`src/common/trs_io_config.svh`:
```
`ifndef TRS_IO_CONFIG_SVH
`define TRS_IO_CONFIG_SVH

// identity replies
`define TRS_IO_COOKIE          8'hAF
`define TRS_IO_VERSION_MAJOR   3'd0
`define TRS_IO_VERSION_MINOR   5'd3

// z80 i/o ports
`define TRS_IO_PORT            8'h1F
`define TRS_IO_FREHD_NIBBLE    4'hC   // hard-disk ports C0h..CFh
`define TRS_IO_SPI_CTRL_PORT   8'hFC
`define TRS_IO_SPI_DATA_PORT   8'hFD

// timing, in system clocks
`define TRS_IO_ESP_REQ_CYCLES  50
`define TRS_IO_SYNC_STAGES     2      // every async input
`define TRS_IO_FLASH_BIT_CYCLES 16    // one flash sck period

`endif

```
`src/common/trs_io_pkg.sv`:
```
package trs_io_pkg;

  // opcodes sent by the co-processor, numbering kept from its firmware
  typedef enum logic [7:0] {
    get_cookie       = 8'd0,
    dbus_read        = 8'd3,
    dbus_write       = 8'd4,
    get_version      = 8'd15,
    abus_read        = 8'd18,
    set_led          = 8'd26,
    get_config       = 8'd27,
    set_spi_ctrl_reg = 8'd29,
    set_spi_data     = 8'd30,
    get_spi_data     = 8'd31,
    set_esp_status   = 8'd32
  } cmd_op_t;

  typedef enum logic {
    idle,
    read_param
  } parser_state_t;

  // operation shown to the co-processor on esp_s
  typedef enum logic [3:0] {
    trs_io_in  = 4'd0,
    trs_io_out = 4'd1,
    frehd_in   = 4'd2,
    frehd_out  = 4'd3,
    none       = 4'd15
  } esp_op_t;

  typedef struct packed {
    logic [15:0] addr;
    logic [7:0]  data;
    logic        rd_n;
    logic        wr_n;
    logic        in_n;
    logic        out_n;
  } z80_bus_t;

  typedef struct packed {
    logic       valid;
    cmd_op_t    op;
    logic [7:0] param;
  } cmd_action_t;

  typedef struct packed {
    logic       ctrl_we;   // one-cycle strobe
    logic       data_we;   // one-cycle strobe, starts a transfer
    logic [7:0] ctrl;
    logic [7:0] data;
  } flash_req_t;

endpackage

```
`src/hdl/z80_bus_decoder.sv`:
```
`timescale 1ns/1ps
`include "trs_io_config.svh"

module z80_bus_decoder (
  input  logic                    clk,
  input  logic                    reset,
  input  trs_io_pkg::z80_bus_t    bus,
  input  trs_io_pkg::cmd_action_t action,
  input  logic [7:0]              flash_rx,
  input  logic                    esp_done,
  output logic [7:0]              d_out,
  output logic                    d_oe,
  output logic                    wait_out,
  output logic                    esp_req,
  output trs_io_pkg::esp_op_t     esp_s,
  output trs_io_pkg::flash_req_t  z80_flash
);
  import trs_io_pkg::*;

  localparam int SYNC  = `TRS_IO_SYNC_STAGES;
  localparam int REQ_W = $clog2(`TRS_IO_ESP_REQ_CYCLES + 1);

  logic [SYNC-1:0]  strobe_sync;
  logic [SYNC-1:0]  done_sync;
  logic             strobe_q;
  logic             done_q;
  logic             strobe;
  logic             io_access;
  logic             done_rise;
  logic [REQ_W-1:0] req_count;
  logic [7:0]       trs_data;    // byte the co-processor left for the next IN
  logic [7:0]       port;
  logic             io_port;
  logic             frehd_port;
  logic             esp_in;
  logic             esp_out;
  logic             spi_data_in;

  assign strobe = ~bus.rd_n | ~bus.wr_n | ~bus.in_n | ~bus.out_n;
  assign port   = bus.addr[7:0];

  assign io_port     = (port == `TRS_IO_PORT);
  assign frehd_port  = (port[7:4] == `TRS_IO_FREHD_NIBBLE);
  assign esp_in      = (io_port | frehd_port) & ~bus.in_n;
  assign esp_out     = (io_port | frehd_port) & ~bus.out_n;
  assign spi_data_in = (port == `TRS_IO_SPI_DATA_PORT) & ~bus.in_n;

  assign io_access = strobe_sync[SYNC-1] & ~strobe_q;  // start of any bus cycle
  assign done_rise = done_sync[SYNC-1] & ~done_q;

  always_ff @(posedge clk) begin
    if (reset) begin
      strobe_sync <= '0;
      done_sync   <= '0;
      strobe_q    <= 1'b0;
      done_q      <= 1'b0;
      wait_out    <= 1'b0;
      req_count   <= '0;
    end else begin
      strobe_sync <= {strobe_sync[SYNC-2:0], strobe};
      done_sync   <= {done_sync[SYNC-2:0], esp_done};
      strobe_q    <= strobe_sync[SYNC-1];
      done_q      <= done_sync[SYNC-1];

      if (io_access && (esp_in || esp_out)) begin
        wait_out  <= 1'b1;  // hold the z80 until the co-processor answers
        req_count <= REQ_W'(`TRS_IO_ESP_REQ_CYCLES);
      end else begin
        if (done_rise)
          wait_out <= 1'b0;
        if (req_count != '0)
          req_count <= req_count - 1'b1;
      end
    end
  end

  assign esp_req = (req_count != '0);

  always_ff @(posedge clk) begin
    if (action.valid && action.op == dbus_write)
      trs_data <= action.param;
  end

  // operation code follows the strobe, no register
  always_comb begin
    esp_s = none;
    if (io_port && !bus.in_n)
      esp_s = trs_io_in;
    else if (io_port && !bus.out_n)
      esp_s = trs_io_out;
    else if (frehd_port && !bus.in_n)
      esp_s = frehd_in;
    else if (frehd_port && !bus.out_n)
      esp_s = frehd_out;
  end

  assign d_oe  = esp_in | spi_data_in;
  assign d_out = esp_in ? trs_data : (spi_data_in ? flash_rx : 8'h00);

  assign z80_flash.ctrl_we = io_access & (port == `TRS_IO_SPI_CTRL_PORT) & ~bus.out_n;
  assign z80_flash.data_we = io_access & (port == `TRS_IO_SPI_DATA_PORT) & ~bus.out_n;
  assign z80_flash.ctrl    = bus.data;
  assign z80_flash.data    = bus.data;

endmodule

```
`src/hdl/flash_spi_master.sv`:
```
`timescale 1ns/1ps
`include "trs_io_config.svh"

module flash_spi_master (
  input  logic                   clk,
  input  logic                   reset,
  input  trs_io_pkg::flash_req_t z80_req,
  input  trs_io_pkg::flash_req_t link_req,
  output logic [7:0]             flash_rx,
  output logic                   flash_cs_n,
  output logic                   flash_sck,
  output logic                   flash_si,
  input  logic                   flash_so
);
  import trs_io_pkg::*;

  localparam int HALF_W = $clog2(`TRS_IO_FLASH_BIT_CYCLES) - 1;  // sck bit in the counter
  localparam int CNT_W  = $clog2(8 * `TRS_IO_FLASH_BIT_CYCLES);

  logic [7:0]     ctrl_reg;    // bit 7 selects the flash
  logic [7:0]     shift_reg;
  logic [CNT_W:0] count;       // msb set while a transfer runs
  logic           busy;
  logic           phase_start;
  flash_req_t     req;

  // z80 wins a same-cycle collision
  assign req = (z80_req.ctrl_we || z80_req.data_we) ? z80_req : link_req;

  assign busy        = count[CNT_W];
  assign phase_start = (count[HALF_W-1:0] == '0);

  always_ff @(posedge clk) begin
    if (reset) begin
      ctrl_reg <= 8'h00;
      count    <= '0;
      flash_si <= 1'b0;
    end else if (busy) begin
      count <= count + 1'b1;  // wraps to zero after the eighth bit
      if (phase_start && !count[HALF_W])
        flash_si <= shift_reg[7];  // sck low phase
    end else begin
      if (req.ctrl_we)
        ctrl_reg <= req.ctrl;
      if (req.data_we)
        count <= {1'b1, {CNT_W{1'b0}}};
    end
  end

  always_ff @(posedge clk) begin
    if (busy && phase_start && count[HALF_W])
      shift_reg <= {shift_reg[6:0], flash_so};  // sample on the rising phase
    else if (!busy && req.data_we)
      shift_reg <= req.data;
  end

  assign flash_rx   = shift_reg;
  assign flash_cs_n = ~ctrl_reg[7];
  assign flash_sck  = count[HALF_W];

endmodule

```
`src/spi_link/spi_link_slave.sv`:
```
`timescale 1ns/1ps
`include "trs_io_config.svh"

module spi_link_slave (
  input  logic       clk,
  input  logic       reset,
  input  logic       sck,
  input  logic       mosi,
  input  logic       cs_n,
  output logic       miso,
  input  logic [7:0] tx_byte,
  output logic [7:0] rx_byte,
  output logic       byte_valid
);

  localparam int SYNC = `TRS_IO_SYNC_STAGES;

  logic [SYNC-1:0] sck_sync;
  logic [SYNC-1:0] mosi_sync;
  logic [SYNC-1:0] cs_sync;
  logic            sck_q;
  logic            sck_rise;
  logic            sck_fall;
  logic            active;
  logic [2:0]      bit_cnt;
  logic [7:0]      tx_shift;

  assign sck_rise = sck_sync[SYNC-1] & ~sck_q;
  assign sck_fall = ~sck_sync[SYNC-1] & sck_q;
  assign active   = ~cs_sync[SYNC-1];

  always_ff @(posedge clk) begin
    if (reset) begin
      sck_sync   <= '0;
      mosi_sync  <= '0;
      cs_sync    <= '1;  // deselected
      sck_q      <= 1'b0;
      bit_cnt    <= 3'd0;
      byte_valid <= 1'b0;
    end else begin
      sck_sync   <= {sck_sync[SYNC-2:0], sck};
      mosi_sync  <= {mosi_sync[SYNC-2:0], mosi};
      cs_sync    <= {cs_sync[SYNC-2:0], cs_n};
      sck_q      <= sck_sync[SYNC-1];
      byte_valid <= 1'b0;

      if (!active)
        bit_cnt <= 3'd0;  // realign on every deselect
      else if (sck_rise) begin
        bit_cnt <= bit_cnt + 3'd1;
        if (bit_cnt == 3'd7)
          byte_valid <= 1'b1;
      end
    end
  end

  always_ff @(posedge clk) begin
    if (active && sck_rise)
      rx_byte <= {rx_byte[6:0], mosi_sync[SYNC-1]};  // msb first

    if (active && sck_fall) begin
      // bit 7 went out in the first phase, before the reply was known
      if (bit_cnt == 3'd1)
        tx_shift <= {tx_byte[6:0], 1'b0};
      else
        tx_shift <= {tx_shift[6:0], 1'b0};
    end
  end

  assign miso = active & tx_shift[7];

endmodule

```
`src/spi_link/cmd_parser.sv`:
```
`timescale 1ns/1ps
`include "trs_io_config.svh"

module cmd_parser (
  input  logic                    clk,
  input  logic                    reset,
  input  logic [7:0]              rx_byte,
  input  logic                    byte_valid,
  input  trs_io_pkg::z80_bus_t    bus,
  input  logic [3:0]              conf,
  input  logic [7:0]              flash_rx,
  output logic [7:0]              tx_byte,
  output trs_io_pkg::cmd_action_t action,
  output trs_io_pkg::flash_req_t  link_flash,
  output logic                    led_red,
  output logic                    led_green,
  output logic                    led_blue
);
  import trs_io_pkg::*;

  parser_state_t state;
  cmd_op_t       pending_op;  // opcode waiting for its parameter
  cmd_op_t       rx_op;
  logic [2:0]    led_reg;
  logic          led_set;     // host has taken over the blue led
  logic          esp_ready;   // esp status bit 0
  logic [7:0]    reply;

  assign rx_op = cmd_op_t'(rx_byte);

  always_ff @(posedge clk) begin
    if (reset) begin
      state      <= idle;
      pending_op <= get_cookie;
      action     <= '0;
    end else begin
      action.valid <= 1'b0;
      if (byte_valid) begin
        case (state)
          idle: begin
            case (rx_op)
              get_cookie, dbus_read, get_version, abus_read, get_config, get_spi_data:
                action <= '{valid: 1'b1, op: rx_op, param: 8'h00};
              dbus_write, set_led, set_spi_ctrl_reg, set_spi_data, set_esp_status: begin
                pending_op <= rx_op;
                state      <= read_param;
              end
              default: state <= idle;  // unknown opcode dropped
            endcase
          end
          read_param: begin
            action <= '{valid: 1'b1, op: pending_op, param: rx_byte};
            state  <= idle;
          end
          default: state <= idle;
        endcase
      end
    end
  end

  always_comb begin
    case (action.op)
      get_cookie:   reply = `TRS_IO_COOKIE;
      get_version:  reply = {`TRS_IO_VERSION_MAJOR, `TRS_IO_VERSION_MINOR};
      get_config:   reply = {4'b0000, ~conf};  // switches are active low
      dbus_read:    reply = bus.data;
      abus_read:    reply = bus.addr[7:0];
      get_spi_data: reply = flash_rx;
      default:      reply = tx_byte;  // writes leave the last reply
    endcase
  end

  always_ff @(posedge clk) begin
    if (reset) begin
      tx_byte   <= 8'h00;
      led_reg   <= 3'b000;
      led_set   <= 1'b0;
      esp_ready <= 1'b0;
    end else if (action.valid) begin
      tx_byte <= reply;
      if (action.op == set_led) begin
        led_reg <= action.param[2:0];
        led_set <= 1'b1;
      end
      if (action.op == set_esp_status)
        esp_ready <= action.param[0];
    end
  end

  assign link_flash.ctrl_we = action.valid && (action.op == set_spi_ctrl_reg);
  assign link_flash.data_we = action.valid && (action.op == set_spi_data);
  assign link_flash.ctrl    = action.param;
  assign link_flash.data    = action.param;

  assign led_red   = led_reg[0];
  assign led_green = led_reg[1];
  assign led_blue  = led_set ? led_reg[2] : esp_ready;  // ready indicator until set_led

endmodule

```
`src/hdl/trs_io_top.sv`:
```
`timescale 1ns/1ps

module trs_io_top (
  input  logic                   clk,
  input  logic                   reset,
  input  trs_io_pkg::z80_bus_t   bus,
  output logic [7:0]             d_out,
  output logic                   d_oe,
  output logic                   wait_out,
  output logic                   esp_req,
  output trs_io_pkg::esp_op_t    esp_s,
  input  logic                   esp_done,
  input  logic                   sck,
  input  logic                   mosi,
  input  logic                   cs_n,
  output logic                   miso,
  input  logic [3:0]             conf,
  output logic                   led_red,
  output logic                   led_green,
  output logic                   led_blue,
  output logic                   flash_cs_n,
  output logic                   flash_sck,
  output logic                   flash_si,
  input  logic                   flash_so
);
  import trs_io_pkg::*;

  logic [7:0]  rx_byte;
  logic        byte_valid;
  logic [7:0]  tx_byte;
  cmd_action_t action;
  flash_req_t  link_flash;
  flash_req_t  z80_flash;
  logic [7:0]  flash_rx;   // shared by the z80 read mux and the link reply

  z80_bus_decoder u_decoder (
    .clk       (clk),
    .reset     (reset),
    .bus       (bus),
    .action    (action),
    .flash_rx  (flash_rx),
    .esp_done  (esp_done),
    .d_out     (d_out),
    .d_oe      (d_oe),
    .wait_out  (wait_out),
    .esp_req   (esp_req),
    .esp_s     (esp_s),
    .z80_flash (z80_flash)
  );

  spi_link_slave u_link (
    .clk        (clk),
    .reset      (reset),
    .sck        (sck),
    .mosi       (mosi),
    .cs_n       (cs_n),
    .miso       (miso),
    .tx_byte    (tx_byte),
    .rx_byte    (rx_byte),
    .byte_valid (byte_valid)
  );

  cmd_parser u_parser (
    .clk        (clk),
    .reset      (reset),
    .rx_byte    (rx_byte),
    .byte_valid (byte_valid),
    .bus        (bus),
    .conf       (conf),
    .flash_rx   (flash_rx),
    .tx_byte    (tx_byte),
    .action     (action),
    .link_flash (link_flash),
    .led_red    (led_red),
    .led_green  (led_green),
    .led_blue   (led_blue)
  );

  flash_spi_master u_flash (
    .clk        (clk),
    .reset      (reset),
    .z80_req    (z80_flash),
    .link_req   (link_flash),
    .flash_rx   (flash_rx),
    .flash_cs_n (flash_cs_n),
    .flash_sck  (flash_sck),
    .flash_si   (flash_si),
    .flash_so   (flash_so)
  );

endmodule

```
`config.mk`:
```
export PLATFORM = sky130hd
export DESIGN_NAME = trs_io_top
export DESIGN_NICKNAME = d
export VERILOG_FILES = /design/src/common/trs_io_pkg.sv /design/src/hdl/z80_bus_decoder.sv /design/src/hdl/flash_spi_master.sv /design/src/spi_link/spi_link_slave.sv /design/src/spi_link/cmd_parser.sv /design/src/hdl/trs_io_top.sv
export VERILOG_INCLUDE_DIRS = /design/src /design/src/common
export SDC_FILE = /design/constraint.sdc
export NUM_CORES = 1
export LEC_CHECK = 0
export ABC_CLOCK_PERIOD_IN_PS = 2070
export BUFFER_PORTS_ARGS = -buffer_cell sky130_fd_sc_hd__buf_2
export CORE_UTILIZATION = 34
export CTS_CLUSTER_DIAMETER = 120
export CTS_CLUSTER_SIZE = 8
export DETAILED_ROUTE_END_ITERATION = 6
export GPL_ROUTABILITY_DRIVEN = 0
export PLACE_DENSITY_LB_ADDON = 0.08
export REMOVE_ABC_BUFFERS = 1
export SLEW_MARGIN = 25
export SYNTH_ARGS = -nofsm -noshare
export SYNTH_HDL_FRONTEND = slang
export SYNTH_SLANG_ARGS = --single-unit
```
`constraint.sdc`:
```
create_clock -name clk -period 2.07 [get_ports clk]
set_clock_uncertainty 0.05 [all_clocks]
set_input_delay 0.414 -clock clk [delete_from_list [all_inputs] [get_ports clk]]
set_output_delay 0.414 -clock clk [all_outputs]
set_load 0.01 [all_outputs]
```
Word-level counts from Yosys, hierarchy flattened

Index checks and enable logic that the tools add are counted.

Output and inout port bits: 22
Register bits after elaboration: 111

Add/subtract/negate cells: 3
Equal/unequal tests: 27
Reductions and logical operators: 42
Muxes and demuxes: 23
Bitwise logic cells: 32

Operator list:

| cell                  | number |
|---|---|
| $eq A8 B5 Y1 const B  | 13 |
| $mux W8               | 7 |
| $pmux W7 S6           | 1 |
| $pmux W17 S2          | 1 |
| $mux W18              | 1 |
| $mux W17              | 1 |
| $eq A8 B2 Y1 const B  | 2 |
| $eq A8 B3 Y1 const B  | 2 |
| $eq A8 B4 Y1 const B  | 2 |
| $eq A8 B6 Y1 const B  | 2 |
| $eq A8 B8 Y1 const B  | 2 |
| $logic_not A8 Y1      | 2 |
| $mux W4               | 4 |
| $logic_and A1 B1 Y1   | 14 |
| $not A1 Y1            | 14 |
| $and A1 B1 Y1         | 12 |
| $mux W6               | 2 |
| $reduce_and A2 Y1     | 6 |
| $reduce_bool A6 Y1    | 2 |
| $add A8 B1 Y8 const B | 1 |
| $reduce_bool A2 Y1    | 4 |
| $reduce_or A2 Y1      | 3 |
| $reduce_or A6 Y1      | 1 |
| $sub A6 B1 Y6 const B | 1 |
| other kinds (15)      | 27 |

Depth between registers and ports, before layout

Depth in word-level cells: 9
Depth in mapped cells: 8
Gate-level depth less buffers: 8

Cells and area by module

From an unflattened synthesis, not the netlist that was laid out.

Cell total of the unflattened synthesis: 496
Area, all modules: 5,148.7 µm²

By module, submodules not included:

| module           | area each (µm²) | cells each | instances |
|---|---|---|---|
| cmd_parser       | 2,139.6         | 234        | 1 |
| z80_bus_decoder  | 1,113.6         | 107        | 1 |
| spi_link_slave   | 970.9           | 60         | 1 |
| flash_spi_master | 924.6           | 95         | 1 |

Worst setup path before layout

OpenSTA, ideal clock, no wires.

Path type: input to register
Start: input bus[0] (netlist bit)
End: register u_flash.shift_reg[0], in the netlist u_flash.flash_rx[0], enable pin
Arrival time: 1.681 ns
Setup time: 0.374 ns
Data required time: 1.646 ns
Setup slack: -0.035 ns
Stages: 5
Buffers on the path: 1
Cells stage by stage: or3b_1 nor3_1 buf_4 mux2i_1 o21ai_1

Word-level cells in the longest chain between the ends: 6

Ends and longest elaborated chain:

| element                          | line                                           | RTL |
|---|---|---|
| start: declaration               | trs_io_top.sv:6                                | `input trs_io_pkg::z80_bus_t bus,` |
| $not A1 Y1 (*)                   | z80_bus_decoder.sv:100, z80_bus_decoder.sv:101 |  |
| $and A1 B1 Y1 (on tied branches) | z80_bus_decoder.sv:100, z80_bus_decoder.sv:101 |  |
| $logic_or A1 B1 Y1               | flash_spi_master.sv:28                         | `assign req = (z80_req.ctrl_we \|\| z80_req.data_we) ? z80_req : link_req;` |
| $mux W18 (*)                     | flash_spi_master.sv:28                         |  |
| $logic_and A1 B1 Y1 (*)          | flash_spi_master.sv:53                         | `else if (!busy && req.data_we)` |
| $reduce_bool A2 Y1 (no line) (*) | n/a                                            |  |
| end signal: assignment           | flash_spi_master.sv:52                         | `shift_reg <= {shift_reg[6:0], flash_so};` |
| end signal: assignment           | flash_spi_master.sv:54                         | `shift_reg <= req.data;` |
| end: declaration                 | flash_spi_master.sv:21                         | `logic [7:0] shift_reg;` |

Every way passes the cells marked *; elsewhere a longest branch is shown, timed or not.
A chain may end at the register's enable or synchronous reset.

Worst setup path after layout

Start: input bus[16] (netlist bit)
End: output d_out[5]

Word-level cells in the longest chain between the ends: 4

Ends and longest elaborated chain:

| element                                              | line                                         | RTL |
|---|---|---|
| $eq A8 B8 Y1 (no line), or another cell as far along | n/a                                          |  |
| $and A1 B1 Y1 / $or A1 B1 Y1 (equally long branches) | z80_bus_decoder.sv:46, z80_bus_decoder.sv:44 |  |
| $mux W8 / $and A1 B1 Y1 (equally long branches)      | z80_bus_decoder.sv:98, z80_bus_decoder.sv:44 |  |
| $mux W8 (*)                                          | z80_bus_decoder.sv:98                        | `assign d_out = esp_in ? trs_data : (spi_data_in ? flash_rx : 8'h00);` |
| end: declaration                                     | trs_io_top.sv:7                              | `output logic [7:0] d_out,` |

Marked as above.

==> impl_results.rst <==
.. list-table::
   :header-rows: 1

   * - Metric
     - Value
   * - Status
     - finished with violations
   * - Violated checks
     - setup timing
   * - Cell chosen for the clock root
     - sky130_fd_sc_hd__clkbuf_16
   * - Register Area
     - 0.002375 mm2
   * - Most numerous cell in the Yosys netlist
     - sky130_fd_sc_hd__dfxtp_1
   * - Slew margin rel.
     - approximately three fifths
   * - Power Density
     - 802.9 mW/mm2
   * - Clock-pin slew of the registers on the worst-case setup and hold paths
     - about 0.070 ns
   * - CTS H-tree depth
     - 3
   * - Number of detailed-route iterations in the first pass
     - 4
   * - Number of distinct standard cells referenced by the synthesized netlist
     - 64
   * - Number of cells on the worst hold path
     - 2
   * - Per-instance average area after synthesis
     - slightly above 10 um2
   * - Final worst slack
     - -0.009604 ns
   * - Total setup violations reported at the end of the flow
     - 2
   * - WL per Instance
     - between 15 and 20 um
   * - Later-pin clock latency in the skew report
     - between 0.3 and 0.4 ns
   * - Hold Violations, Final
     - 0
   * - Worst setup SP type
     - input port
   * - Fillcell total
     - ~1,300
   * - Final Net Count
     - roughly 580
   * - Most common flop cell mapped by yosys
     - sky130_fd_sc_hd__dfxtp_1
   * - Count of buffers inserted at the top-level ports
     - between 50 and 60
   * - Setup tns final
     - -0.01478 ns
   * - Antenna diode instance count
     - 0
   * - Die Span Y
     - around 120 um
   * - Commonest cells in the synthesized netlist
     - sky130_fd_sc_hd__dfxtp_1, sky130_fd_sc_hd__nor2_1, sky130_fd_sc_hd__edfxtp_1
   * - Worst slew pin tran
     - 0.5730 ns
   * - Number of DRC markers in iteration 0
     - 142
   * - Largest net degree at the start of global routing
     - 31
   * - Wire length of the first global-routing pass
     - between 15,000 and 20,000 um
   * - Final period util
     - 100.5%
   * - Number of antenna violations at the first check in global routing
     - 0
   * - Async set or reset register ratio after synthesis
     - 0%
   * - Min cycle time layout
     - about 2.1 ns
   * - Post-Route Utilization
     - ~43%
   * - Synthesis-to-finish area growth
     - 22.94%
   * - Fraction of final layout cells with drive strength greater than 1
     - a little over a quarter
   * - Max-cap violation count
     - 0
   * - GR Overflow Total
     - 0
   * - Required time worst endpoint
     - between 1.5 and 2 ns
   * - Number of cells on the worst reg-to-reg path
     - 5
   * - Share of synthesized area occupied by flip-flops and latches
     - 50.94%
   * - Number of top-level pins
     - 61
   * - Remaining routing DRC violations
     - 0
   * - Max Root-Sink Buffers
     - 2
   * - Class of the most critical hold timing path
     - in -> reg
   * - Effective utilization at floorplan
     - 35.03%
   * - Number of global-route vias before repair
     - about 3,500
   * - Area taken by multi-input logic gates
     - ~0.0022 mm2
   * - Number of warnings reported in the yosys synthesis log
     - 0
   * - Number of flops mapped to enable cells by yosys
     - 31
   * - X dimension of the die
     - 119.0 um
   * - TritonCTS clock tree
     - done
   * - Biggest area consumer among synthesized cells
     - sky130_fd_sc_hd__dfxtp_1
   * - Maximum vdd drop
     - 572.3 uV
   * - Crit path DAT
     - between 1.5 and 2 ns
   * - Maximum fanout count along the critical path
     - 10
   * - Antenna Violating Nets Remaining
     - 0
   * - Number of hold buffers added after CTS
     - 0
   * - Critical Path Sink Type
     - output pin
   * - DR vias
     - about 3,600
   * - Leakage power
     - 0.002217 uW
   * - Core footprint
     - between 0.01 and 0.015 mm2
   * - Total die area
     - around 0.014 mm2
   * - Category of the most critical setup path
     - in -> out
   * - Routed vias/inst
     - ~5.1
   * - Clock net sink count
     - 103
   * - Register ranked first by flip-flop count
     - u_parser.action
   * - Top area cells in the synthesized netlist
     - sky130_fd_sc_hd__dfxtp_1, sky130_fd_sc_hd__edfxtp_1, sky130_fd_sc_hd__mux2i_1
   * - Total of flip-flops plus latches after synthesis
     - 103
   * - Fmax
     - about 480 MHz
   * - Setup repair after global routing missed its margin
     - yes
   * - Detailed-route wire length
     - approximately 11,000 um
   * - Total CTS buffers
     - 9
   * - Max reg flops
     - 17
   * - Global-route usage over all layers
     - between 10% and 20%
   * - Number of instances in the synthesized netlist
     - between 400 and 500
   * - Number of rows created at floorplan
     - 42
   * - HPWL after detailed placement
     - around 8500 um
   * - Portion of synthesized cell area occupied by the leading cell type
     - 30.95%
   * - Number of max-slew violations in the final report
     - 0
   * - Cell Area, Synth
     - about 0.0047 mm2
-- layout make-up --
type	instances	share of cell area, %
sequential	103	41.48
clock buffer	9	3.934
inverter	13	0.8523
timing repair buffer	96	10.93
tap	176	3.846
multi-input combinational	310	37.70
clock inverter	7	1.267
-- what timing repair did --
item,CTS,global route
pin swaps,2,1
buffers inserted,6,1
cloned,0,0
setup endpoints to repair,9,13
resized for setup,15,2
-- worst max-delay path, cell delays in order --
cell and delay [ns]:
sky130_fd_sc_hd__buf_6 0.07, sky130_fd_sc_hd__nand4_1 0.12, sky130_fd_sc_hd__o32a_1 0.38, sky130_fd_sc_hd__nor3_2 0.16, sky130_fd_sc_hd__buf_6 0.17, sky130_fd_sc_hd__a22o_1 0.16, sky130_fd_sc_hd__buf_2 0.13
-- routing by layer --
metal / wire length (um) / share of wire (%) / vias up / GRT usage (%)
li1: - / - / 1813 / -
met1: 5265 / 46 / 1744 / 21.30
met2: 5565 / 49 / 63 / 27.83
met3: 512 / 4.5 / 9 / 4.167
met4: 95 / 0.83 / 0 / 4.589
met5: 0 / 0 / - / 0
-- cells by family (layout without fill, tap and decap cells) --
family | count (synthesis) | after routing | synth area share [%]
xor gates and xnor gates | 9 | 9 | 1.693
muxes | 29 | 29 | 6.448
DFF | 103 | 103 | 50.94
buffers and inverters | 40 | 125 | 3.573
and+or+nand+nor | 167 | 167 | 20.98
AOI/OAI and AO/OA | 99 | 99 | 14.75
adders and majority gates | 6 | 6 | 1.612
-- report_power, final --
group	leakage, uW	internal [uW]	switching, uW
Combinational	0.00121	401	311
Sequential	0.000868	2130	54.1
Clock	0.000139	940	757
Total	0.00222	3480	1120
-- metrics by stage --
step | hold slack (ns) | instances | instance area (um2) | total power (uW) | worst slack (ns)
finish | 0.1909 | 714 | 5725 | 4597 | -0.009604
CTS | 0.1745 | 713 | 5704 | 4626 | -0.03992
detailed placement | 0.3427 | 691 | 5303 | 2704 | -0.05130
global placement | 0.3424 | 691 | 5303 | 2687 | -0.03094
floorplan | 0.3355 | 426 | 4539 | 2514 | -0.8856
global route | 0.1880 | 714 | 5725 | 4817 | -0.05668
-- layout by cell type, fill, tap and decap left out, drive strengths merged, types with 5 or more instances in the layout --
cell type / netlist / routed
a21oi: 28 / 28
a22o: 16 / 16
a22oi: 7 / 7
and2: 11 / 11
and3: 10 / 10
buf: 11 / 96
clkbuf: 16 / 9
dfxtp: 72 / 72
edfxtp: 31 / 31
ha: 6 / 6
inv: 13 / 14
mux2: 8 / 8
mux2i: 21 / 21
nand2: 21 / 21
nand2b: 8 / 8
nand3: 7 / 7
nand3b: 6 / 6
nor2: 41 / 41
nor2b: 15 / 15
nor3: 19 / 19
nor4b: 6 / 6
o21ai: 21 / 21
or2: 5 / 5
xnor2: 5 / 5
-- path summary, 6_finish.rpt --
kind                                                       start                          endpoint  slack, ns
worst max-delay path                                     bus[16]                          d_out[5]      -0.01
worst min-delay path                                        cs_n      u_link.cs_sync[0]$_SDFF_PP1_       0.19
worst max register to register  u_parser.action[15]$_SDFFE_PP0P_  u_flash.ctrl_reg[7]$_SDFFE_PP0P_       0.12
worst min register to register    u_link.mosi_sync[1]$_SDFF_PP0_       u_link.rx_byte[0]$_DFFE_PP_       0.36
No activity file was read; power rests on OpenSTA's default activity.
